`src/hw/axi_bram_pkg.sv`:
```
`default_nettype none

package axi_bram_pkg;

    // Bus widths
    localparam int addr_width = 32;
    localparam int id_width   = 4;
    localparam int data_width = 32;
    localparam int strb_width = data_width / 8;

    // Response and burst encodings
    localparam logic [1:0] resp_okay   = 2'b00;
    localparam logic [1:0] resp_decerr = 2'b11;
    localparam logic [1:0] burst_incr  = 2'b01;
    localparam logic [1:0] burst_wrap  = 2'b10;

    typedef struct packed {
        logic [addr_width-1:0] addr;
        logic [7:0]            len;
        logic [2:0]            size;
        logic [1:0]            burst;
        logic [id_width-1:0]   id;
    } axi_aw_t;

    typedef axi_aw_t axi_ar_t;

    typedef struct packed {
        logic [data_width-1:0] data;
        logic [strb_width-1:0] strb;
        logic                  last;
    } axi_w_t;

    typedef struct packed {
        logic [1:0]          resp;
        logic [id_width-1:0] id;
    } axi_b_t;

    typedef struct packed {
        logic [data_width-1:0] data;
        logic [1:0]            resp;
        logic                  last;
        logic [id_width-1:0]   id;
    } axi_r_t;

    // Remaining counts R beats still to go after the current one
    typedef struct packed {
        logic [addr_width-1:0] addr;
        logic [7:0]            len;
        logic [1:0]            burst;
        logic [8:0]            remaining;
    } burst_state_t;

endpackage

`default_nettype wire
```
`src/hw/axi_burst_addr.sv`:
```
`timescale 1ns/1ps
`default_nettype none

module axi_burst_addr #(
    parameter int DEPTH = 1024
) (
    input  axi_bram_pkg::burst_state_t          burst,
    output logic [axi_bram_pkg::addr_width-1:0] next_addr,
    output logic [1:0]                          cur_resp,
    output logic [1:0]                          next_resp
);
    import axi_bram_pkg::*;

    // One extra bit so the byte size never overflows the compare
    localparam logic [addr_width:0] mem_bytes = (addr_width + 1)'(DEPTH) << 2;

    logic [addr_width-1:0] incr_addr;
    logic [addr_width-1:0] wrap_mask;

    assign incr_addr = burst.addr + addr_width'(4);

    // len 1, 3, 7, 15 gives a block of 2, 4, 8, 16 words
    assign wrap_mask = {{(addr_width - 10){1'b0}}, burst.len, 2'b11};

    always_comb begin
        if (burst.burst == burst_wrap) begin
            next_addr = (burst.addr & ~wrap_mask) | (incr_addr & wrap_mask);
        end else begin
            next_addr = incr_addr;
        end
    end

    assign cur_resp  = ({1'b0, burst.addr} < mem_bytes) ? resp_okay : resp_decerr;
    assign next_resp = ({1'b0, next_addr} < mem_bytes) ? resp_okay : resp_decerr;

endmodule

`default_nettype wire

```
`config.mk`:
```
export PLATFORM = sky130hd
export DESIGN_NAME = axi_burst_addr
export DESIGN_NICKNAME = d
export VERILOG_FILES = /design/src/hw/axi_bram_pkg.sv /design/src/hw/axi_burst_addr.sv
export SDC_FILE = /design/constraint.sdc
export NUM_CORES = 1
export LEC_CHECK = 0
export BUFFER_PORTS_ARGS = -buffer_cell sky130_fd_sc_hd__clkbuf_2
export CORE_MARGIN = 4
export CORE_UTILIZATION = 32
export DETAILED_ROUTE_END_ITERATION = 12
export GPL_TIMING_DRIVEN = 0
export PLACE_DENSITY = 0.7
export SYNTH_ARGS = -nofsm -noshare
export SYNTH_HDL_FRONTEND = slang
export SYNTH_SLANG_ARGS = --single-unit
export TNS_END_PERCENT = 100
```
`constraint.sdc`:
```
create_clock -name vclk -period 2.7
set_input_delay 0.27 -clock vclk [all_inputs]
set_output_delay 0.27 -clock vclk [all_outputs]
set_load 0.01 [all_outputs]
```
Word level (Yosys, flattened, before mapping)
Index checks and enable logic that the tools add are counted.
W data, S select, Z words.

word-level totals
  register bits = 0
  input port bits = 51
  output and inout port bits = 36
  logic and storage cells = 11

operators by class
  add/sub/neg operators = 1
  $lt $le $gt $ge = 2
  equal/unequal tests = 1
  muxes and demuxes = 3
  bitwise gates (word level) = 4

operator list
  cell                     count
  $lt A32 B13 Y1 const B   2
  $add A32 B3 Y32 const B  1
  $and A32 B10 Y32         1
  $and A32 B32 Y32         1
  $mux W32                 1
  $not A10 Y32             1
  $or A32 B32 Y32          1
  $mux W2                  2
  $eq A2 B2 Y1 const B     1

Depth between registers and ports, before layout
Gate-level depths: netlist (run 1).

  depth in word-level cells = 6
  gate-level depth with buffers = 9
  mapped depth without buffers = 7

Worst setup path before layout (run 1)
No wires, ideal clock.

  kind = input-to-output
  start = input port burst[21] (netlist name)
  end = output port next_resp[1]
  arrival = 2.211 ns
  required time = 2.430 ns
  path slack = 0.219 ns
  cell stages on the path = 9
  path buffers = 2
  cells stage by stage = ha_1 > nand4_2 > or3_1 > buf_2 > o31a_1 > or3_1 > nor4_2 > nand4_1 > buf_4

on the way
  word-level cells in the longest chain between the ends = 6
  elaborated cells on any way between the ends = 7
  those cells by class = add/sub (1); order compare (1); mux (2); bitwise (3)

ends and longest elaborated chain
  what                line                  text
  from (decl)         axi_burst_addr.sv:7   input axi_bram_pkg::burst_state_t burst,
  $add A32 B3 Y32     axi_burst_addr.sv:20  assign incr_addr = burst.addr + addr_width'(4);
  $and A32 B10 Y32    axi_burst_addr.sv:27  next_addr = (burst.addr & ~wrap_mask) | (incr_addr & wrap_mask);
  $or A32 B32 Y32     axi_burst_addr.sv:27
  $mux W32 (*)        axi_burst_addr.sv:26  if (burst.burst == burst_wrap) begin
  $lt A32 B13 Y1 (*)  axi_burst_addr.sv:34  assign next_resp = ({1'b0, next_addr} < mem_bytes) ? resp_okay : resp_decerr;
  $mux W2 (*)         axi_burst_addr.sv:34
  to (decl)           axi_burst_addr.sv:10  output logic [1:0] next_resp

Mark *: on every way between the ends. The rest lies on a longest branch, timed or not.

Final worst setup path (run 1)
Same ends and word-level chain as after synthesis.

==> results.toml, run 1 <==
[grt]
grt_pass1_vias = 1293
track_usage_pct = 16.2
antenna_found_initial = 0
overflow = 0
grt_pass1_wl_um = 5790
grt_max_degree = 11

[power_and_ir_drop]
leakagePower_nw = 0.630
power_density_nw_per_um2 = 118
vdd_drop_max_v = 0.0000689

[layout]
fin_cells = 256
multi_input_area_um2 = 982
stdcell_area_um2 = 1480
seq_cell_count = 0
diodes = 0
nets = 279
regArea_um2 = 0
nFillCells = 302
area_delta_synth_final_pct = 49.2
nClkBuffers = 0
layout-drive-gt1-share_pct = 44.9

[synthesis]
yosys_warnings = 0
synth_common_cells = "20 x nand2_1, 14 x xnor2_1, 13 x nand4_1"
synth_area_leaders = "xnor2_1 12%, nand4_1 8.2%, nand2_1 7.5%, nor4_1 6.3%, or4_1 4.5%"
synth_top_cell_by_area = "xnor2_1"
yosysSeqAreaShare_pct = 0
synth.most_common_cell = "nand2_1"
netlist_instances = 151
ys_types = 43
synth_top_area_share_pct = 12.3
syn_nets = 203
syn_area_um2 = 995
syn_avg_cell_area_um2 = 6.59

[timing]
period_needed_ps = 2650
rsz0062_at_grt = "true"
tightest_slew_ps = 758
setup_viol = 0
final.period_utilization_pct = 98.2
fin_ws_ps = 48.6
hold_violations = 0
slew_violations = 0
relSlewSlack_pct = 49.0
fmax_mhz = 377

[detailed_routing]
via_per_inst = 5.64
drtIter0Drc = 91
drcViolationCount = 0
drtAntennaViolNets = 0
avgRoutedWirePerCell_um = 13.7
drt-pass1-iter-count = 4
vias = 1445
wl_um = 3520

[worst_setup_path]
cp-start-kind = "input port"
slowest_stage = "or3_1"
crit_family = "simple AND/OR/NAND/NOR gates"
path_buf_inv = 4
required_ps = 2430
slowest_delay_ps = 360
path_cells = "clkbuf_4, ha_4, nand4_4, or3_4, buf_6, o31a_1, or3_1, nor4_2, nand4_1, buf_4, clkbuf_2"
path_max_fanout = 9
cp-end-kind = "output pin"
cp_data_arrival_time_ps = 2380
timing_worst_setup_path_type = "input port to output pin"

[placement]
portBuffers = 73
place_ws_ps = -104
placed_cell_area_um2 = 1400
post-dp-hpwl_um = 2900
place_congestion = 0.857
placed_cells = 255

[floorplan]
die_h_um = 63.8
ios = 87
start_util_pct = 34.9
row_count = 19
die_area_um2 = 4060
fp.dieW_um = 63.8
core_area_um2 = 2850

[worst_hold_path]
hp-class = "input port to output pin"

[job]
drv_cap = 0

[run_status]
status = "completed"
## layout make-up
class	instances	share of cell area, %
Timing Repair Buffer	74	25.5
Buffer	12	5.23
Tap cell	31	2.61
Multi-Input combinational cell	137	66.2
Inverter	2	0.506
## what timing repair did
action / CTS / global route
endpoints found under the setup margin: 1 / 2
buffers inserted: 0 / 1
hold buffers: 0 / 0
endpoints found under the hold margin: 0 / 0
gates resized for setup: 10 / 7
pin swaps: 2 / 5
## layer usage
layer	track usage (%)	vias up	share of wire (%)	wire, um
met5	0	-	0	0
met4	0	0	0	0
met3	1.75	0	7.3	257
met2	27.4	58	44	1560
met1	23.6	651	48	1690
li1	-	736	-	-
## layout by cell type, fill, tap and decap left out, types with 6 or more instances in the layout
master / n
nor2_1: 8
xnor2_1: 14
buf_4: 6
o21ai_0: 6
clkbuf_2: 70
nand3_1: 8
nand4_1: 13
or4_1: 6
nor4_1: 9
nand2_1: 20
## worst paths after layout
check  slack, ps  cells after the start      endpoint      start
min          730                      2  next_addr[1]  burst[20]
max           50                     11  next_resp[1]  burst[21]
## stage by stage
| step | total power, mW | utilization [%] | TNS [ps] | hold WS [ps] |
|---|---|---|---|---|
| floorplan | 0.0814 | - | 0 | 620 |
| global placement | 0.165 | 49.0 | -105 | 730 |
| detailed placement | 0.166 | 49.0 | -104 | 731 |
| CTS | 0.173 | 50.9 | 0 | 732 |
| global route | 0.193 | 52.0 | -67.8 | 741 |
| finish | 0.175 | 52.0 | 0 | 731 |
## kinds of logic after synthesis
kind of cell               share of synthesized area [%]
and+or+nand+nor                                     55.8
AOI/OAI and AO/OA                                   16.1
xor gates and xnor gates                            16.7
buffers and inverters                               7.92
muxes                                               2.14
adders and majority gates                           1.26
## power by group
group          total, mW  leakage [nW]  internal, mW  switching [mW]
clock                  0             0             0               0
combinational      0.175         0.630        0.0758          0.0992
sequential             0             0             0               0
(Power assumes the default switching activity.)
==> inputs of run 2 (changes only) <==
- BUFFER_PORTS_ARGS: -buffer_cell sky130_fd_sc_hd__clkbuf_2 -> default
- DONT_BUFFER_PORTS: default -> 1
- PLACE_DENSITY: 0.7 -> default
==> run 2 against run 1 <==
Combinational power is 41% lower; critical endpoint unchanged; worst setup slack better by 38 ps; routed wire length is 1.3% lower.
==> results.toml, run 2 (same netlist as run 1, synthesis figures left out) <==
[power_and_ir_drop]
vdd_drop_max_v = 0.0000376
power_frac_clock_pct = 0
swShare_pct = 59.9
leakagePower_nw = 0.370
pwr-share-comb_pct = 100.0
power_switching_uw = 62.3
power_density_nw_per_um2 = 87.2
p_int_uw = 41.7
power.total_uw = 104
seqPwrFrac_pct = 0

[worst_hold_path]
hp-class = "input port to output pin"

[job]
drv_cap = 0

[timing]
fmax_mhz = 383
period_needed_ps = 2610
tightest_slew_ps = 767
final.period_utilization_pct = 96.8
setup_viol = 0
tns_ps = 0
rsz0062_at_grt = "true"
hold_violations = 0
slew_violations = 0
relSlewSlack_pct = 48.4

[grt]
antenna_found_initial = 0
grt_max_degree = 11
grt_pass1_vias = 1112
overflow = 0
grt_pass1_wl_um = 5130
track_usage_pct = 14.7

[floorplan]
core_area_um2 = 2850
ios = 87
row_count = 19
die_h_um = 63.8
die_area_um2 = 4060
fp.dieW_um = 63.8
start_util_pct = 34.9

[detailed_routing]
via_per_inst = 6.54
wl_um = 3470
drtAntennaViolNets = 0
vias = 1236
drcViolationCount = 0
avgRoutedWirePerCell_um = 18.4
drt-pass1-iter-count = 4
drtIter0Drc = 104

[placement]
post-dp-hpwl_um = 2810
place_congestion = 0.887
placed_cells = 182
portBuffers = 0

[worst_setup_path]
cp-end-kind = "output pin"
cp-start-kind = "input port"
path_max_fanout = 6
required_ps = 2430
timing_worst_setup_path_type = "input port to output pin"
cp_data_arrival_time_ps = 2340

[layout]
diodes = 0
nets = 212
fin_cells = 189
layout-drive-gt1-share_pct = 25.9
layout_commonest_cell = "nand2_1"
regArea_um2 = 0
seq_cell_count = 0
final_cell_mix = "20 x nand2_1, 14 x xnor2_1, 13 x nand4_1"
nClkBuffers = 0
area_delta_synth_final_pct = 20.0

[clocking]
hold_buffers = 0

[run_status]
status = "completed"
-- run 2: critical path, stage by stage --
cell     delay (ps)
ha_4            130
nand4_4         100
or3_4           340
buf_6           140
o31a_1          240
or3_4           400
nor4_4          260
nand4_1         230
buf_4           220
-- run 2: what timing repair did --
| action | 4_1_cts | 5_1_grt |
|---|---|---|
| pin swaps | 1 | 9 |
| endpoints found under the setup margin | 1 | 1 |
| gates resized for setup | 1 | 24 |
| setup buffers | 0 | 8 |
-- run 2: layout make-up --
| cell class | instances | area (um^2) |
|---|---|---|
| buffer | 11 | 76.3 |
| timing repair buffer | 8 | 60.1 |
| multi-input combinational | 137 | 1010 |
| fill | 308 | 1660 |
| inverter | 2 | 7.51 |
| tap | 31 | 38.8 |
-- run 2: metrics by stage --
stage | area (um^2) | worst slack, ps | hold WS (ps) | util, %
after floorplan | 995 | 219 | 620 | -
after global placement | 1030 | 2.96 | 630 | 36.2
after detailed placement | 1030 | -9.73 | 630 | 36.2
after CTS | 1040 | 8.48 | 630 | 36.4
after global routing | 1190 | -30.0 | 630 | 41.8
final | 1190 | 86.5 | 631 | 41.8
-- run 2: path summary, 6_finish.rpt --
check / start / end / cells after the start
setup / recovery: burst[21] / next_resp[1] / 9
hold / removal: burst[37] / next_addr[18] / 1
-- run 2: power by group through the flow --
stage | Combinational, mW | Clock (mW) | Sequential [mW]
after global placement | 0.0933 | 0 | 0
after detailed placement | 0.0947 | 0 | 0
final | 0.104 | 0 | 0
after CTS | 0.0956 | 0 | 0
after global routing | 0.114 | 0 | 0
after floorplan | 0.0814 | 0 | 0
-- run 2: per-layer routing --
metal | part of all wire, % | GRT usage (%)
met1 | 40 | 19.3
met3 | 11 | 3.85
met4 | 0 | 0.539
met5 | 0 | 0
met2 | 49 | 25.6
==> inputs of run 3 (changes only) <==
- RECOVER_POWER: default -> 100
==> run 3 against run 2 <==
Die area unchanged; non-clock buffer count is the same; sequential share of layout area unchanged; first-iteration DRC count down 0.96%; core utilization is 0.39 points lower; global-route usage unchanged; flip-flop and latch count did not move; critical path depth unchanged; combinational power barely moved; clock-buffer cell count is the same; largest cell class unchanged.
==> results.toml, run 3 (same netlist as run 1, synthesis figures left out) <==
[timing]
relSlewSlack_pct = 48.4
fin_ws_ps = 86.7
setup_viol = 0
fmax_mhz = 383
rsz0062_at_grt = "true"
hold_violations = 0
tightest_slew_ps = 767
slew_violations = 0
final.period_utilization_pct = 96.8
whs_ps = 631
period_needed_ps = 2610
tns_ps = 0

[power_and_ir_drop]
swShare_pct = 60.9
power.total_uw = 102
power_frac_clock_pct = 0
p_int_uw = 40.0
power_switching_uw = 62.2
power_density_nw_per_um2 = 86.5
leakagePower_nw = 0.361
seqPwrFrac_pct = 0
vdd_drop_max_v = 0.0000371
pwr-share-comb_pct = 100.0

[grt]
grt_pass1_vias = 1112
overflow = 0
antenna_found_initial = 0
grt_max_degree = 11
track_usage_pct = 14.7
grt_pass1_wl_um = 5130

[floorplan]
core_area_um2 = 2850
die_h_um = 63.8
fp.dieW_um = 63.8
ios = 87
die_area_um2 = 4060
start_util_pct = 34.9
row_count = 19

[worst_setup_path]
slowest_delay_ps = 400
crit_family = "simple AND/OR/NAND/NOR gates"
slowest_stage = "or3_4"
timing_worst_setup_path_type = "input port to output pin"
crit_start = "burst[21]"
path_max_fanout = 6
crit_top_cell = "or3_4"
path_cells = "ha_4, nand4_4, or3_4, buf_6, o31a_1, or3_4, nor4_4, nand4_1, buf_4"
cp-end-kind = "output pin"
worstSetupPathDepth = 9
required_ps = 2430
cp_data_arrival_time_ps = 2340
cp-start-kind = "input port"
path_buf_inv = 2

[placement]
placed_cell_area_um2 = 1030
place_congestion = 0.887
portBuffers = 0
placed_cells = 182
place_ws_ps = -9.73
post-dp-hpwl_um = 2810

[detailed_routing]
drtIter0Drc = 103
drcViolationCount = 0
avgRoutedWirePerCell_um = 18.4
via_per_inst = 6.52
drtAntennaViolNets = 0
drt-pass1-iter-count = 4
vias = 1232
wl_um = 3470

[layout]
regArea_um2 = 0
layout-drive-gt1-share_pct = 23.4
diodes = 0
post-route-util_pct = 41.4
nFillCells = 308
seq_cell_count = 0
nClkBuffers = 0
final_cell_mix = "20 x nand2_1, 14 x xnor2_1, 13 x nand4_1"
stdcell_area_um2 = 1180
layout_commonest_cell = "nand2_1"
area_delta_synth_final_pct = 18.9
fin_cells = 189
nets = 212

[job]
drv_cap = 0

[worst_hold_path]
min_from = "burst[37]"
holdPathEnd = "next_addr[18]"
hp-class = "input port to output pin"
worstHoldPathCells = 1

[run_status]
status = "completed"
==> run 3: layout make-up <==
cell class                      count  area (um^2)  area share, %
Timing Repair Buffer                8         60.1           5.08
Multi-Input combinational cell    137         1010           85.5
Inverter                            2         7.51          0.635
Buffer                             11         65.1           5.50
Tap cell                           31         38.8           3.28
==> run 3: timing repair <==
item,in CTS,in global routing
setup buffers,0,8
endpoints found under the setup margin,1,1
cloned,0,0
hold buffers,0,0
gates resized for setup,1,24
pin swaps,1,9
==> run 3: routing by layer <==
| metal | GRT usage (%) | vias up | share of wire [%] |
|---|---|---|---|
| met5 | 0 | - | 0 |
| met4 | 0.539 | 0 | 0 |
| met3 | 3.85 | 0 | 10 |
| met2 | 25.6 | 55 | 49 |
| met1 | 19.3 | 576 | 40 |
| li1 | - | 601 | - |
==> run 3: worst max-delay path by stage <==
stage | to | slack (ps)
after detailed placement | next_resp[1] | -10
final | next_resp[1] | 90
after global placement | next_resp[1] | 3
after global routing | next_resp[1] | -30
after CTS | next_resp[1] | 8
after floorplan | next_resp[1] | 220
==> run 3: power by group through the flow <==
stage               Sequential, mW  Clock (mW)  Combinational, mW
floorplan                        0           0             0.0814
global placement                 0           0             0.0933
detailed placement               0           0             0.0947
CTS                              0           0             0.0956
global route                     0           0              0.112
finish                           0           0              0.102
