### config.mk
export PLATFORM = sky130hd
export DESIGN_NAME = axi_bram_ctrl
export DESIGN_NICKNAME = d
export VERILOG_FILES = /design/src/hw/axi_bram_pkg.sv /design/src/hw/axi_bram_ctrl.sv
export SDC_FILE = /design/constraint.sdc
export NUM_CORES = 1
export LEC_CHECK = 0
export BUFFER_PORTS_ARGS = -buffer_cell sky130_fd_sc_hd__buf_2
export CORE_AREA = 2 2 146 148
export DETAILED_ROUTE_END_ITERATION = 8
export DIE_AREA = 0 0 148 150
export SYNTH_ARGS = -nofsm -noshare
export SYNTH_HDL_FRONTEND = slang
export SYNTH_SLANG_ARGS = --single-unit
### constraint.sdc
create_clock -name clk -period 3.2 [get_ports clk]
set_input_delay 0 -clock clk [delete_from_list [all_inputs] [get_ports clk]]
set_output_delay 0 -clock clk [all_outputs]
set_load 0.02 [all_outputs]
### src/hw/axi_bram_pkg.sv
`default_nettype none

package axi_bram_pkg;

    // Bus widths
    localparam int addr_width = 32;
    localparam int id_width   = 4;
    localparam int data_width = 32;
    localparam int strb_width = data_width / 8;

    // Response and burst encodings
    localparam logic [1:0] resp_okay   = 2'b00;
    localparam logic [1:0] resp_decerr = 2'b11;
    localparam logic [1:0] burst_incr  = 2'b01;
    localparam logic [1:0] burst_wrap  = 2'b10;

    typedef struct packed {
        logic [addr_width-1:0] addr;
        logic [7:0]            len;
        logic [2:0]            size;
        logic [1:0]            burst;
        logic [id_width-1:0]   id;
    } axi_aw_t;

    typedef axi_aw_t axi_ar_t;

    typedef struct packed {
        logic [data_width-1:0] data;
        logic [strb_width-1:0] strb;
        logic                  last;
    } axi_w_t;

    typedef struct packed {
        logic [1:0]          resp;
        logic [id_width-1:0] id;
    } axi_b_t;

    typedef struct packed {
        logic [data_width-1:0] data;
        logic [1:0]            resp;
        logic                  last;
        logic [id_width-1:0]   id;
    } axi_r_t;

    // Remaining counts R beats still to go after the current one
    typedef struct packed {
        logic [addr_width-1:0] addr;
        logic [7:0]            len;
        logic [1:0]            burst;
        logic [8:0]            remaining;
    } burst_state_t;

endpackage

`default_nettype wire
### src/hw/axi_bram_ctrl.sv
`timescale 1ns/1ps
`default_nettype none

module axi_bram_ctrl (
    input  logic                                clk,
    input  logic                                rst_n,

    input  logic                                aw_valid,
    output logic                                aw_ready,
    input  axi_bram_pkg::axi_aw_t               aw,

    input  logic                                w_valid,
    output logic                                w_ready,
    input  axi_bram_pkg::axi_w_t                w,

    output logic                                b_valid,
    input  logic                                b_ready,
    output axi_bram_pkg::axi_b_t                b,

    input  logic                                ar_valid,
    output logic                                ar_ready,
    input  axi_bram_pkg::axi_ar_t               ar,

    output logic                                r_valid,
    input  logic                                r_ready,
    output axi_bram_pkg::axi_r_t                r,

    output axi_bram_pkg::burst_state_t          burst,
    input  logic [axi_bram_pkg::addr_width-1:0] next_addr,
    input  logic [1:0]                          cur_resp,
    input  logic [1:0]                          next_resp,

    output logic [axi_bram_pkg::addr_width-3:0] mem_addr,
    output logic                                mem_read,
    output logic                                mem_write,
    output logic [axi_bram_pkg::strb_width-1:0] mem_strb,
    output logic [axi_bram_pkg::data_width-1:0] mem_wdata,
    input  logic [axi_bram_pkg::data_width-1:0] mem_rdata
);
    import axi_bram_pkg::*;

    typedef enum logic [1:0] {
        st_idle,
        st_wdata,
        st_wresp,
        st_rburst
    } state_t;

    state_t              state;
    burst_state_t        burst_q;
    logic [id_width-1:0] id_q;
    logic [1:0]          resp_q;

    logic aw_hs;
    logic w_hs;
    logic b_hs;
    logic ar_hs;
    logic r_hs;
    logic r_last;

    // A waiting write wins over a waiting read
    assign aw_ready = (state == st_idle) && aw_valid;
    assign ar_ready = (state == st_idle) && !aw_valid && ar_valid;
    assign w_ready  = (state == st_wdata);
    assign b_valid  = (state == st_wresp);
    assign r_valid  = (state == st_rburst);

    assign aw_hs = aw_valid && aw_ready;
    assign w_hs  = w_valid && w_ready;
    assign b_hs  = b_valid && b_ready;
    assign ar_hs = ar_valid && ar_ready;
    assign r_hs  = r_valid && r_ready;

    assign r_last = (burst_q.remaining == 9'd0);

    // In idle the address unit sees the request on offer,
    // so cur_resp is the range check of the incoming address
    always_comb begin
        burst = burst_q;
        if (state == st_idle) begin
            if (aw_valid) begin
                burst.addr      = aw.addr;
                burst.len       = aw.len;
                burst.burst     = aw.burst;
                burst.remaining = {1'b0, aw.len};
            end else begin
                burst.addr      = ar.addr;
                burst.len       = ar.len;
                burst.burst     = ar.burst;
                burst.remaining = {1'b0, ar.len};
            end
        end
    end

    always_ff @(posedge clk) begin
        if (!rst_n) begin
            state <= st_idle;
        end else begin
            case (state)
                st_idle: begin
                    if (aw_hs) begin
                        state <= st_wdata;
                    end else if (ar_hs) begin
                        state <= st_rburst;
                    end
                end
                st_wdata: begin
                    if (w_hs) begin
                        state <= st_wresp;
                    end
                end
                st_wresp: begin
                    if (b_hs) begin
                        state <= st_idle;
                    end
                end
                st_rburst: begin
                    if (r_hs && r_last) begin
                        state <= st_idle;
                    end
                end
                default: begin
                    state <= st_idle;
                end
            endcase
        end
    end

    always_ff @(posedge clk) begin
        if (aw_hs || ar_hs) begin
            burst_q <= burst;
            resp_q  <= cur_resp;
            id_q    <= aw_hs ? aw.id : ar.id;
        end else if (r_hs) begin
            // Step to the beat whose read is issued this cycle
            burst_q.addr      <= next_addr;
            burst_q.remaining <= burst_q.remaining - 9'd1;
            resp_q            <= next_resp;
        end
    end

    // One read runs ahead of the beat on the R channel
    assign mem_read  = ar_hs || (r_hs && !r_last);
    assign mem_write = w_hs && (resp_q == resp_okay);
    assign mem_addr  = r_hs ? next_addr[addr_width-1:2] : burst.addr[addr_width-1:2];
    assign mem_strb  = w.strb;
    assign mem_wdata = w.data;

    assign b = '{resp: resp_q, id: id_q};
    assign r = '{data: mem_rdata, resp: resp_q, last: r_last, id: id_q};

    // Only single-beat full-word writes
    aw_single_word: assert property (@(posedge clk) disable iff (!rst_n)
        aw_hs |-> (aw.len == 8'd0) && (aw.size == 3'd2));

    w_single_beat: assert property (@(posedge clk) disable iff (!rst_n)
        w_hs |-> w.last);

    ar_supported: assert property (@(posedge clk) disable iff (!rst_n)
        ar_hs |-> ((ar.burst == burst_incr) || (ar.burst == burst_wrap)) && (ar.size == 3'd2));

    // R beat must hold under back-pressure
    r_stable: assert property (@(posedge clk) disable iff (!rst_n)
        (r_valid && !r_ready) |=> r_valid && $stable(r));

endmodule

`default_nettype wire

* Word-level counts from Yosys, hierarchy flattened
Cells that the tools add are included.
Storage, ports and cells: bits of input ports 210, word-level logic and storage cells 51, output and inout port bits 169, flip-flop bits (word level) 59
Operators by class: equal/unequal tests 7, reduce and logical (&&, ||, !) cells 20, add/sub/neg operators 1, mux-type cells 16
Operators with widths (count):
- $mux 51 | 2
- $mux 32 | 2
- $mux 30 | 1
- $mux 9 | 2
- $mux 2 | 7
- $logic_and 1x1->1 | 11
- $logic_not 9->1 | 1
- $sub 9x1->9 const B | 1
- $pmux 2 s4 | 1
- $ne 2x1->1 const B | 3
- $eq 2x2->1 const B | 2
- $logic_not 2->1 | 2
- $mux 4 | 1
- $reduce_and 4->1 | 1
- $ne 3x3->1 const B | 1
- $eq 2x1->1 const B | 1
- $logic_not 1->1 | 2
- $logic_or 1x1->1 | 2
- $reduce_bool 2->1 | 1

* Depth between registers and ports, before layout
Gate-level depths: netlist of run 1.
word-level depth 7, depth in mapped cells 8

* Worst setup path before layout of run 1
OpenSTA, ideal clock, no wires.
kind register to register, start register state[1], end register burst_q[0] in the netlist's numbering (enable), setup slack 0.755 ns, library setup time 0.401 ns, required time 2.799 ns, cell stages (with the launch flop) 7, arrival 2.044 ns, clock period less this slack 2.445 ns, cells stage by stage dfxtp_1 buf_6 nor2_2 o21ai_1 buf_2 clkbuf_1 nand2_1
On the way: cells in the longest elaborated chain, start to end 6, elaborated cells between the ends (all ways) 10, those cells by class 1 x eq/ne; 9 x reduce/logical
RTL lines:
- from (decl) | line axi_bram_ctrl.sv:49 | state_t state;
- from (signal assigned) | line axi_bram_ctrl.sv:97 | state <= st_idle;
- from (signal assigned) | line axi_bram_ctrl.sv:102 | state <= st_wdata;
- from (signal assigned) | line axi_bram_ctrl.sv:104 | state <= st_rburst;
- $logic_not 2->1 | line axi_bram_ctrl.sv:62, axi_bram_ctrl.sv:63
- $logic_and 1x1->1 (2 in series) | line axi_bram_ctrl.sv:63 | assign ar_ready = (state == st_idle) && !aw_valid && ar_valid;
- $logic_and 1x1->1 | line axi_bram_ctrl.sv:71 | assign ar_hs = ar_valid && ar_ready;
- $logic_or 1x1->1 | line axi_bram_ctrl.sv:130 | if (aw_hs || ar_hs) begin
- $reduce_bool 2->1 (no source line) *
- to (signal assigned) | line axi_bram_ctrl.sv:131 | burst_q <= burst;
- to (decl) | line axi_bram_ctrl.sv:50 | burst_state_t burst_q;
Every way passes the cells marked *; elsewhere a longest branch is shown, timed or not. A chain may end at the register's enable or synchronous reset.

* Final worst setup path of run 1
start register state[1], end register state[0]
On the way: cells in the longest elaborated chain, start to end 6, elaborated cells between the ends (all ways) 20, those cells by class 7 x eq/ne; 2 x mux; 11 x reduce/logical
RTL lines (line):
- $logic_not 2->1 | axi_bram_ctrl.sv:62, axi_bram_ctrl.sv:63, axi_bram_ctrl.sv:99
- $logic_and 1x1->1 (2 in series) | axi_bram_ctrl.sv:63
- $logic_and 1x1->1 | axi_bram_ctrl.sv:71
- $ne 3x3->1 (no source line)
- $reduce_and 4->1 (no source line)
Several ways; a longest one is shown, not always the timed one.

==> flow_metrics.env, run 1 <==
export IMPL_setup_viol=0
export IMPL_worst_setup_path_end_kind="flop"
export IMPL_cts_root_buf="clkbuf_16"
export IMPL_crit_type="reg2reg"
export IMPL_ys_seq_area_share_pct=38.6
export IMPL_pre_cts_ws_ns=1.09
export IMPL_setup_tns_ns=0
export IMPL_synth_seq_cells=59
export IMPL_die_h_um=150
export IMPL_hpwl_um=9740
export IMPL_drv_slew=0
export IMPL_syn_inst=530
export IMPL_gp_congestion=0.747
export IMPL_antenna_found_initial=0
export IMPL_hp_class="in2out"
export IMPL_fin_skew_ns=0.00785
export IMPL_crit_fanout=32
export IMPL_period_needed_ns=2.47
export IMPL_cts_sinks=59
export IMPL_grt_ovfl_total=0
export IMPL_clk_pin_slew_ns=0.05
export IMPL_dr_pass1_iters=4
export IMPL_drive_above_1_share_pct=39.6
export IMPL_std_cell_rows=53
export IMPL_p_leak_uw=0.00291
export IMPL_coreArea_um2=20700
export IMPL_path_delay_family="buffers and inverters"
export IMPL_vdd_drop_max_v=0.000206
export IMPL_synth_nets=741
export IMPL_fin_ws_ns=0.726
export IMPL_mostFrequentLayoutCells="buf_2, nand2_1, edfxtp_1"
export IMPL_stdcell_count=1004
export IMPL_layout_commonest_cell="buf_2"
export IMPL_tightestPinTransition_ns=0.835
export IMPL_vias_per_cell=4.24
export IMPL_cts_buffers=9
export IMPL_drc=0
export IMPL_numPortBuffers=235
export IMPL_start_util_pct=21.9
export IMPL_final_net_count=935
export IMPL_drt_iter0_drc=187
export IMPL_vias=4259
export IMPL_die_area_um2=22200
export IMPL_grt_pass1_vias=4085
export IMPL_cts_tree="yes"
export IMPL_avgSynthCellArea_um2=8.56
export IMPL_crit_buf_inv=2
export IMPL_max_freq_ghz=0.404
export IMPL_cp_cell_sequence="nor2_2, o21ai_4, inv_2, o21ai_0, a31oi_1, dlygate4sd3_1"
export IMPL_die_w_um=148
export IMPL_grt_pass1_wl_um=20500
export IMPL_cp_arrival_ns=2.69
export IMPL_num_antenna_cells=0
export IMPL_yosys_warnings=0
export IMPL_syn_to_final_growth_pct=37.3
export IMPL_dp_cells=939
export IMPL_critPathLaunchType="flop"
export IMPL_clock_path_buffers=2
export IMPL_antenna_left=0
export IMPL_status="completed"
export IMPL_power_density_nw_per_um2=610
export IMPL_crit_slowest_cell="dlygate4sd3_1"
export IMPL_hold_viol=0
export IMPL_grt_max_degree=47
export IMPL_postCtsSetupRepairBufs=0
export IMPL_grt_use_total_pct=11.8
export IMPL_syn_area_um2=4540
export IMPL_synth_cell_types=39
export IMPL_io_pin_count=379
export IMPL_critPathRequiredTime_ns=3.41
export IMPL_drt_wl_total_um=13800
export IMPL_htree_levels=3
export IMPL_cap_violations=0
export IMPL_relSlewSlack_pct=44.3
export IMPL_clock_latency_ns=0.33
export IMPL_routedWlPerCell_um=13.7
export IMPL_slowest_delay_ns=0.56
export IMPL_rsz0062_at_grt="no"
export IMPL_finalCritPeriodShare_pct=77.3
[power breakdown]
part           switching [µW]  internal (µW)
Clock                     352            758
Combinational             978            557
Sequential               83.6           1070
[per-layer routing]
metal / global-route usage [%] / part of all wire [%] / routed length, µm
met1: 14.0 / 42 / 5760
met2: 20.3 / 48 / 6670
met3: 3.38 / 7.8 / 1070
met4: 4.67 / 2.0 / 276
met5: 0 / 0 / 0
[final timing paths]
path / from / end / slack, ns / cells after the start
setup / recovery: state[1] / state[0] / 0.73 / 6
hold / removal: w[29] / mem_wdata[24] / 0.000008 / 0
setup reg to reg: state[1] / state[0] / 0.73 / 6
hold reg to reg: burst_q[16] / burst_q[16] / 0.56 / 1
[Yosys cell counts, drive strengths merged]
| library cell | number | area, µm² |
|---|---|---|
| buf | 92 | 673 |
| nand2 | 89 | 334 |
| o21ai | 73 | 365 |
| edfxtp | 57 | 1710 |
| mux2i | 42 | 420 |
| nor2 | 38 | 145 |
| inv | 36 | 135 |
| a21oi | 33 | 240 |
| clkbuf | 16 | 60.1 |
| o21a | 14 | 105 |
| mux2 | 7 | 78.8 |
| a21boi | 3 | 22.5 |
| xnor2 | 3 | 26.3 |
| a31oi | 2 | 12.5 |
| and2 | 2 | 12.5 |
| and3 | 2 | 12.5 |
| dfxtp | 2 | 40.0 |
| nand2b | 2 | 12.5 |
| nor2b | 2 | 12.5 |
| or3 | 2 | 12.5 |
| xor2 | 2 | 17.5 |
| a221o | 1 | 10.0 |
| ha | 1 | 12.5 |
| nand3 | 1 | 5.00 |
| nor3 | 1 | 5.00 |
| nor3b | 1 | 12.5 |
| nor4 | 1 | 6.26 |
| o211ai | 1 | 7.51 |
| o22ai | 1 | 6.26 |
| o31a | 1 | 8.76 |
| o32ai | 1 | 8.76 |
| or2 | 1 | 6.26 |
[through the flow]
step	power, µW	util [%]	hold WS, ns	area [µm²]
after floorplan	2280	-	0.107	4540
after global routing	4050	30.1	0.0000311	6230
final	3800	30.1	0.00000777	6230
after detailed placement	2660	26.1	0.000137	5410
after global placement	2640	26.1	0.000137	5410
after CTS	3860	30.1	0.000137	6230
[flip-flops by register name, summed over array words and instances (netlist names)]
signal and count:
burst_q 51, id_q 4, resp_q 2, state 2
[final cells by class]
type	count	area (µm²)
clock buffers	11	233
clock inverters	5	101
fillers	2233	14500
inverters	36	135
multi-input cells	327	1940
flip-flops and latches	59	1750
well taps	275	344
repair buffers	291	1730
[kinds of logic (layout without fill, tap and decap cells)]
| logic type | count (synthesis) | in the layout | share of synthesized area (%) |
|---|---|---|---|
| fa+ha+maj | 1 | 1 | 0.276 |
| flops | 59 | 59 | 38.6 |
| compound gates | 130 | 130 | 17.3 |
| xor+xnor | 5 | 5 | 0.965 |
| mux | 49 | 49 | 11.0 |
| simple gates | 142 | 142 | 12.7 |
| buf+inv | 144 | 343 | 19.1 |
[repair_timing]
item | 4_1_cts | 5_1_grt
hold endpoints to repair | 41 | 0
resized for setup | 0 | 0
hold buffers | 49 | 0
[worst register-to-register path, cell delays in order, from the launching register on]
cell and delay, ns:
dfxtp_1 0.49, nor2_2 0.12, o21ai_4 0.31, inv_2 0.49, o21ai_0 0.33, a31oi_1 0.06
dlygate4sd3_1 0.56
Note: power is estimated with default switching activity, not from simulation.
==> run 2: changes to the inputs <==
==> constraint.sdc (replaced) <==
create_clock -name clk -period 2.5 [get_ports clk]
set_input_delay 0 -clock clk [delete_from_list [all_inputs] [get_ports clk]]
set_output_delay 0 -clock clk [all_outputs]
set_load 0.02 [all_outputs]
==> run 2 against run 1 <==
  * Worst setup slack worse by 0.47 ns
  * Non-clock buffer count is 3 higher
  * Final area is 0.48% lower
  * Worst hold slack hardly changed
  * Die area stayed put
  * Largest power group unchanged
==> flow_metrics.env, run 2 (synthesized netlist as in run 1, its figures left out) <==
export IMPL_finalCritPeriodShare_pct=89.9
export IMPL_slowest_delay_ns=0.55
export IMPL_setup_viol=0
export IMPL_tightestPinTransition_ns=0.828
export IMPL_rsz0062_at_grt="no"
export IMPL_std_cell_rows=53
export IMPL_cap_violations=0
export IMPL_hold_buffers=48
export IMPL_dr_pass1_iters=4
export IMPL_hp_class="in2out"
export IMPL_layout_commonest_cell="buf_2"
export IMPL_drc=0
export IMPL_power_density_nw_per_um2=750
export IMPL_grt_max_degree=37
export IMPL_critPathLaunchType="flop"
export IMPL_crit_fanout=24
export IMPL_syn_to_final_growth_pct=36.7
export IMPL_antenna_left=0
export IMPL_htree_levels=3
export IMPL_routedWlPerCell_um=13.4
export IMPL_mostFrequentLayoutCells="buf_2, nand2_1, edfxtp_1"
export IMPL_max_freq_ghz=0.445
export IMPL_hold_viol=0
export IMPL_ctsResizeCount=0
export IMPL_clock_latency_ns=0.33
export IMPL_critPathRequiredTime_ns=2.58
export IMPL_setup_tns_ns=0
export IMPL_top_register="burst_q"
export IMPL_reg_largest_list="burst_q x51, id_q x4"
export IMPL_cts_root_buf="clkbuf_16"
export IMPL_drt_wl_total_um=13500
export IMPL_grt_pass1_wl_um=20700
export IMPL_cts_tree="yes"
export IMPL_clk_pin_slew_ns=0.06
export IMPL_postCtsSetupRepairBufs=0
export IMPL_vias_per_cell=4.20
export IMPL_largest_reg_flops=51
export IMPL_cts_buffers=9
export IMPL_fin_ws_ns=0.252
export IMPL_numPortBuffers=235
export IMPL_drive_above_1_share_pct=40.0
export IMPL_cp_arrival_ns=2.33
export IMPL_grt_pass1_vias=4120
export IMPL_worst_setup_path_end_kind="flop"
export IMPL_final_net_count=938
export IMPL_io_pin_count=379
export IMPL_status="completed"
export IMPL_cts_sinks=59
export IMPL_die_area_um2=22200
export IMPL_vdd_drop_max_v=0.000289
export IMPL_hpwl_um=10100
export IMPL_p_leak_uw=0.00290
export IMPL_gp_congestion=0.759
export IMPL_die_h_um=150
export IMPL_antenna_found_initial=0
export IMPL_drt_iter0_drc=206
export IMPL_hold_slack_ns=0.00000777
export IMPL_start_util_pct=21.9
export IMPL_crit_type="reg2reg"
export IMPL_fin_skew_ns=0.00423
export IMPL_vias=4226
export IMPL_die_w_um=148
export IMPL_grt_ovfl_total=0
export IMPL_coreArea_um2=20700
export IMPL_pre_cts_ws_ns=0.488
export IMPL_period_needed_ns=2.25
export IMPL_relSlewSlack_pct=44.6
export IMPL_clock_path_buffers=2
export IMPL_num_antenna_cells=0
export IMPL_crit_slowest_cell="dlygate4sd3_1"
export IMPL_postLayoutCoreUtil_pct=30.0
export IMPL_drv_slew=0
export IMPL_grt_use_total_pct=11.9
export IMPL_cp_cell_sequence="nor2_2, buf_4, nand2_1, mux2_2, dlygate4sd3_1"
==> run 2: cell count changes in the layout (fill, tap and decap cells not counted), sizes merged <==
cell	change
buf	+4
bufinv	-2
clkbuf	-2
clkinv	+4
dlygate4sd3	-1
==> run 2: worst max-delay path: cells and delay by family (launching register included) <==
kind | cells | cell delay (ns)
DFF | 1 | 0.39
buffers and inverters | 2 | 0.84
and+or+nand+nor | 2 | 0.44
muxes | 1 | 0.33
==> run 2: worst paths after layout <==
check,depth (start not counted),from,slack [ns],to
worst max-delay path,5,state[1],0.25,id_q[1]
worst min-delay path,0,w[29],0.000008,mem_wdata[24]
worst max register to register,5,state[1],0.25,id_q[1]
worst min register to register,1,burst_q[16],0.57,burst_q[16]
==> run 2: through the flow <==
step	area [µm²]	std cells	power, µW
after floorplan	4540	530	2920
after global placement	5440	943	3390
after detailed placement	5440	943	3410
after CTS	6200	1007	4740
after global routing	6200	1007	4970
final	6200	1007	4650
==> run 2: final cells by class <==
| cell class | instances | area (µm²) |
|---|---|---|
| tap | 275 | 344 |
| multi-input combinational | 327 | 1940 |
| timing repair buffer | 294 | 1750 |
| sequential | 59 | 1750 |
| inverter | 36 | 135 |
| fill | 2232 | 14500 |
| clock inverter | 7 | 58.8 |
| clock buffer | 9 | 225 |
==> run 2: routing by layer <==
metal	wire length, µm	part of all wire (%)	vias up	track usage, %
met1	5840	43	1911	14.3
met4	212	1.6	0	3.95
li1	-	-	2121	-
met2	6570	49	176	20.8
met3	856	6.3	18	3.26
met5	0	0	-	0
==> run 2: power by group <==
part	internal [µW]	total, µW	leakage [µW]	switching [µW]
registers	1370	1480	0.000574	104
clock network	757	1220	0.000138	462
logic	717	1960	0.00219	1240
==> run 3: changes to the inputs <==
--- a/config.mk
+++ b/config.mk
@@ -9,6 +9,8 @@
 export CORE_AREA = 2 2 146 148
 export DETAILED_ROUTE_END_ITERATION = 8
 export DIE_AREA = 0 0 148 150
+export GPL_TIMING_DRIVEN = 0
+export RECOVER_POWER = 100
 export SYNTH_ARGS = -nofsm -noshare
 export SYNTH_HDL_FRONTEND = slang
 export SYNTH_SLANG_ARGS = --single-unit
==> run 3 against run 2 <==
  * Largest power group unchanged
  * Utilization rose by 4.1 points
  * Worst hold slack improved by 0.049 ns
  * Critical endpoint is now state[0]
  * Worst setup slack lost 0.12 ns
  * Critical path type unchanged
  * Highest routed layer unchanged
  * Sequential share of layout area shrank 3.4 points
  * Power rose by 10%
  * Non-clock buffer count grew 167
  * Sequential cell count is the same
  * Cell count rose by 17%
  * Wire length is 29% higher
  * Clock power is 19% higher
  * Register-to-register slack worse by 0.12 ns
  * First-iteration DRC count fell by 23%
==> flow_metrics.env, run 3 (synthesized netlist as in run 1, its figures left out) <==
export IMPL_worst_setup_path_end_kind="flop"
export IMPL_final_net_count=1105
export IMPL_relSlewSlack_pct=59.0
export IMPL_clock_latency_ns=0.34
export IMPL_critPathLaunchType="flop"
export IMPL_status="completed"
export IMPL_seq_power_share_pct=28.7
export IMPL_tightestPinTransition_ns=0.610
export IMPL_crit_type="reg2reg"
export IMPL_start_util_pct=21.9
export IMPL_pwr_share_comb_pct=43.0
export IMPL_power_density_nw_per_um2=726
export IMPL_fin_skew_ns=0.0135
export IMPL_cts_root_buf="clkbuf_16"
export IMPL_switchingPower_uw=2000
export IMPL_top_register="burst_q"
export IMPL_htree_levels=3
export IMPL_vias=4923
export IMPL_hold_slack_ns=0.0488
export IMPL_grt_use_total_pct=14.8
export IMPL_vias_per_cell=4.19
export IMPL_die_area_um2=22200
export IMPL_clk_pin_slew_ns=0.06
export IMPL_drt_wl_total_um=17400
export IMPL_layout_commonest_cell="buf_2"
export IMPL_drt_iter0_drc=158
export IMPL_pre_cts_ws_ns=-0.536
export IMPL_die_h_um=150
export IMPL_syn_to_final_growth_pct=55.4
export IMPL_hpwl_um=13500
export IMPL_largest_reg_flops=51
export IMPL_cts_tree="yes"
export IMPL_drv_slew=0
export IMPL_period_needed_ns=2.37
export IMPL_antenna_found_initial=0
export IMPL_place_area_um2=6420
export IMPL_grt_ovfl_total=0
export IMPL_drc=0
export IMPL_gp_congestion=0.785
export IMPL_design_area_um2=7050
export IMPL_cts_sinks=59
export IMPL_clock_path_buffers=2
export IMPL_hp_class="in2reg"
export IMPL_vdd_drop_max_v=0.000326
export IMPL_drive_above_1_share_pct=34.5
export IMPL_fin_ws_ns=0.132
export IMPL_cp_arrival_ns=2.59
export IMPL_critPathRequiredTime_ns=2.72
export IMPL_rsz0062_at_grt="no"
export IMPL_n_fill_cell=2263
export IMPL_numPortBuffers=303
export IMPL_grt_pass1_vias=4821
export IMPL_crit_fanout=4
export IMPL_hold_viol=0
export IMPL_p_leak_uw=0.00328
export IMPL_p_sw_share_pct=39.1
export IMPL_setup_viol=0
export IMPL_max_freq_ghz=0.422
export IMPL_dr_pass1_iters=5
export IMPL_die_w_um=148
export IMPL_total_power_uw=5120
export IMPL_p_clk_share_pct=28.3
export IMPL_antenna_left=0
export IMPL_cts_buffers=9
export IMPL_reg_largest_list="burst_q x51, id_q x4"
export IMPL_coreArea_um2=20700
export IMPL_p_int_uw=3120
export IMPL_std_cell_rows=53
export IMPL_finalCritPeriodShare_pct=94.7
export IMPL_cap_violations=0
export IMPL_routedWlPerCell_um=14.9
export IMPL_grt_pass1_wl_um=25200
export IMPL_grt_max_degree=25
export IMPL_io_pin_count=379
export IMPL_num_antenna_cells=0
export IMPL_mostFrequentLayoutCells="buf_2, clkbuf_1, nand2_1"
run 3: cell type report:
cell class	instances	area (µm²)	share of cell area, %
multi-input combinational	327	1880	26.7
buffer	108	728	10.3
sequential	59	1750	24.8
tap	275	344	4.88
clock buffer	11	233	3.30
timing repair buffer	353	1880	26.6
clock inverter	5	103	1.45
inverter	36	135	1.92
run 3: final timing paths:
| path | from | endpoint | slack [ns] | cells past startpoint |
|---|---|---|---|---|
| hold / removal | b_ready | state[1] | 0.05 | 4 |
| setup reg to reg | burst_q[0] | state[0] | 0.13 | 8 |
| hold reg to reg | burst_q[18] | burst_q[18] | 0.57 | 1 |
| setup / recovery | burst_q[0] | state[0] | 0.13 | 8 |
run 3: layer usage:
layer	wire [µm]	up-vias	global-route usage [%]
met5	0	-	0
met4	280	0	4.48
met3	1010	16	2.80
met2	8680	205	26.7
met1	7480	2250	17.7
li1	-	2452	-
run 3: power groups by stage:
stage | Clock (µW) | Sequential (µW) | Combinational, µW
floorplan | 0 | 1490 | 1430
global placement | 0 | 1490 | 2220
detailed placement | 0 | 1490 | 2250
CTS | 1490 | 1470 | 2330
global route | 1510 | 1490 | 2410
finish | 1450 | 1470 | 2200
run 3: critical path: stages (launching register included):
cell and delay, ns:
edfxtp_1 0.43, inv_1 0.14, ha_1 0.20, nor3b_4 0.25
nand2_1 0.10, or3_1 0.34, inv_1 0.14, a31oi_1 0.10
dlygate4sd3_1 0.56
run 3: repair_timing:
action	in CTS	in global routing
setup buffers	0	1
endpoints found under the hold margin	41	0
resized for setup	4	8
hold buffers	48	0
endpoints found under the setup margin	44	35
gates cloned	0	0
run 3: stage by stage:
stage	instances	util [%]	setup TNS (ns)
finish	1174	34.1	0
CTS	1173	35.1	0
global route	1174	34.1	0
global placement	1108	30.9	-63.42
detailed placement	1109	31.0	-19.10
floorplan	530	-	0
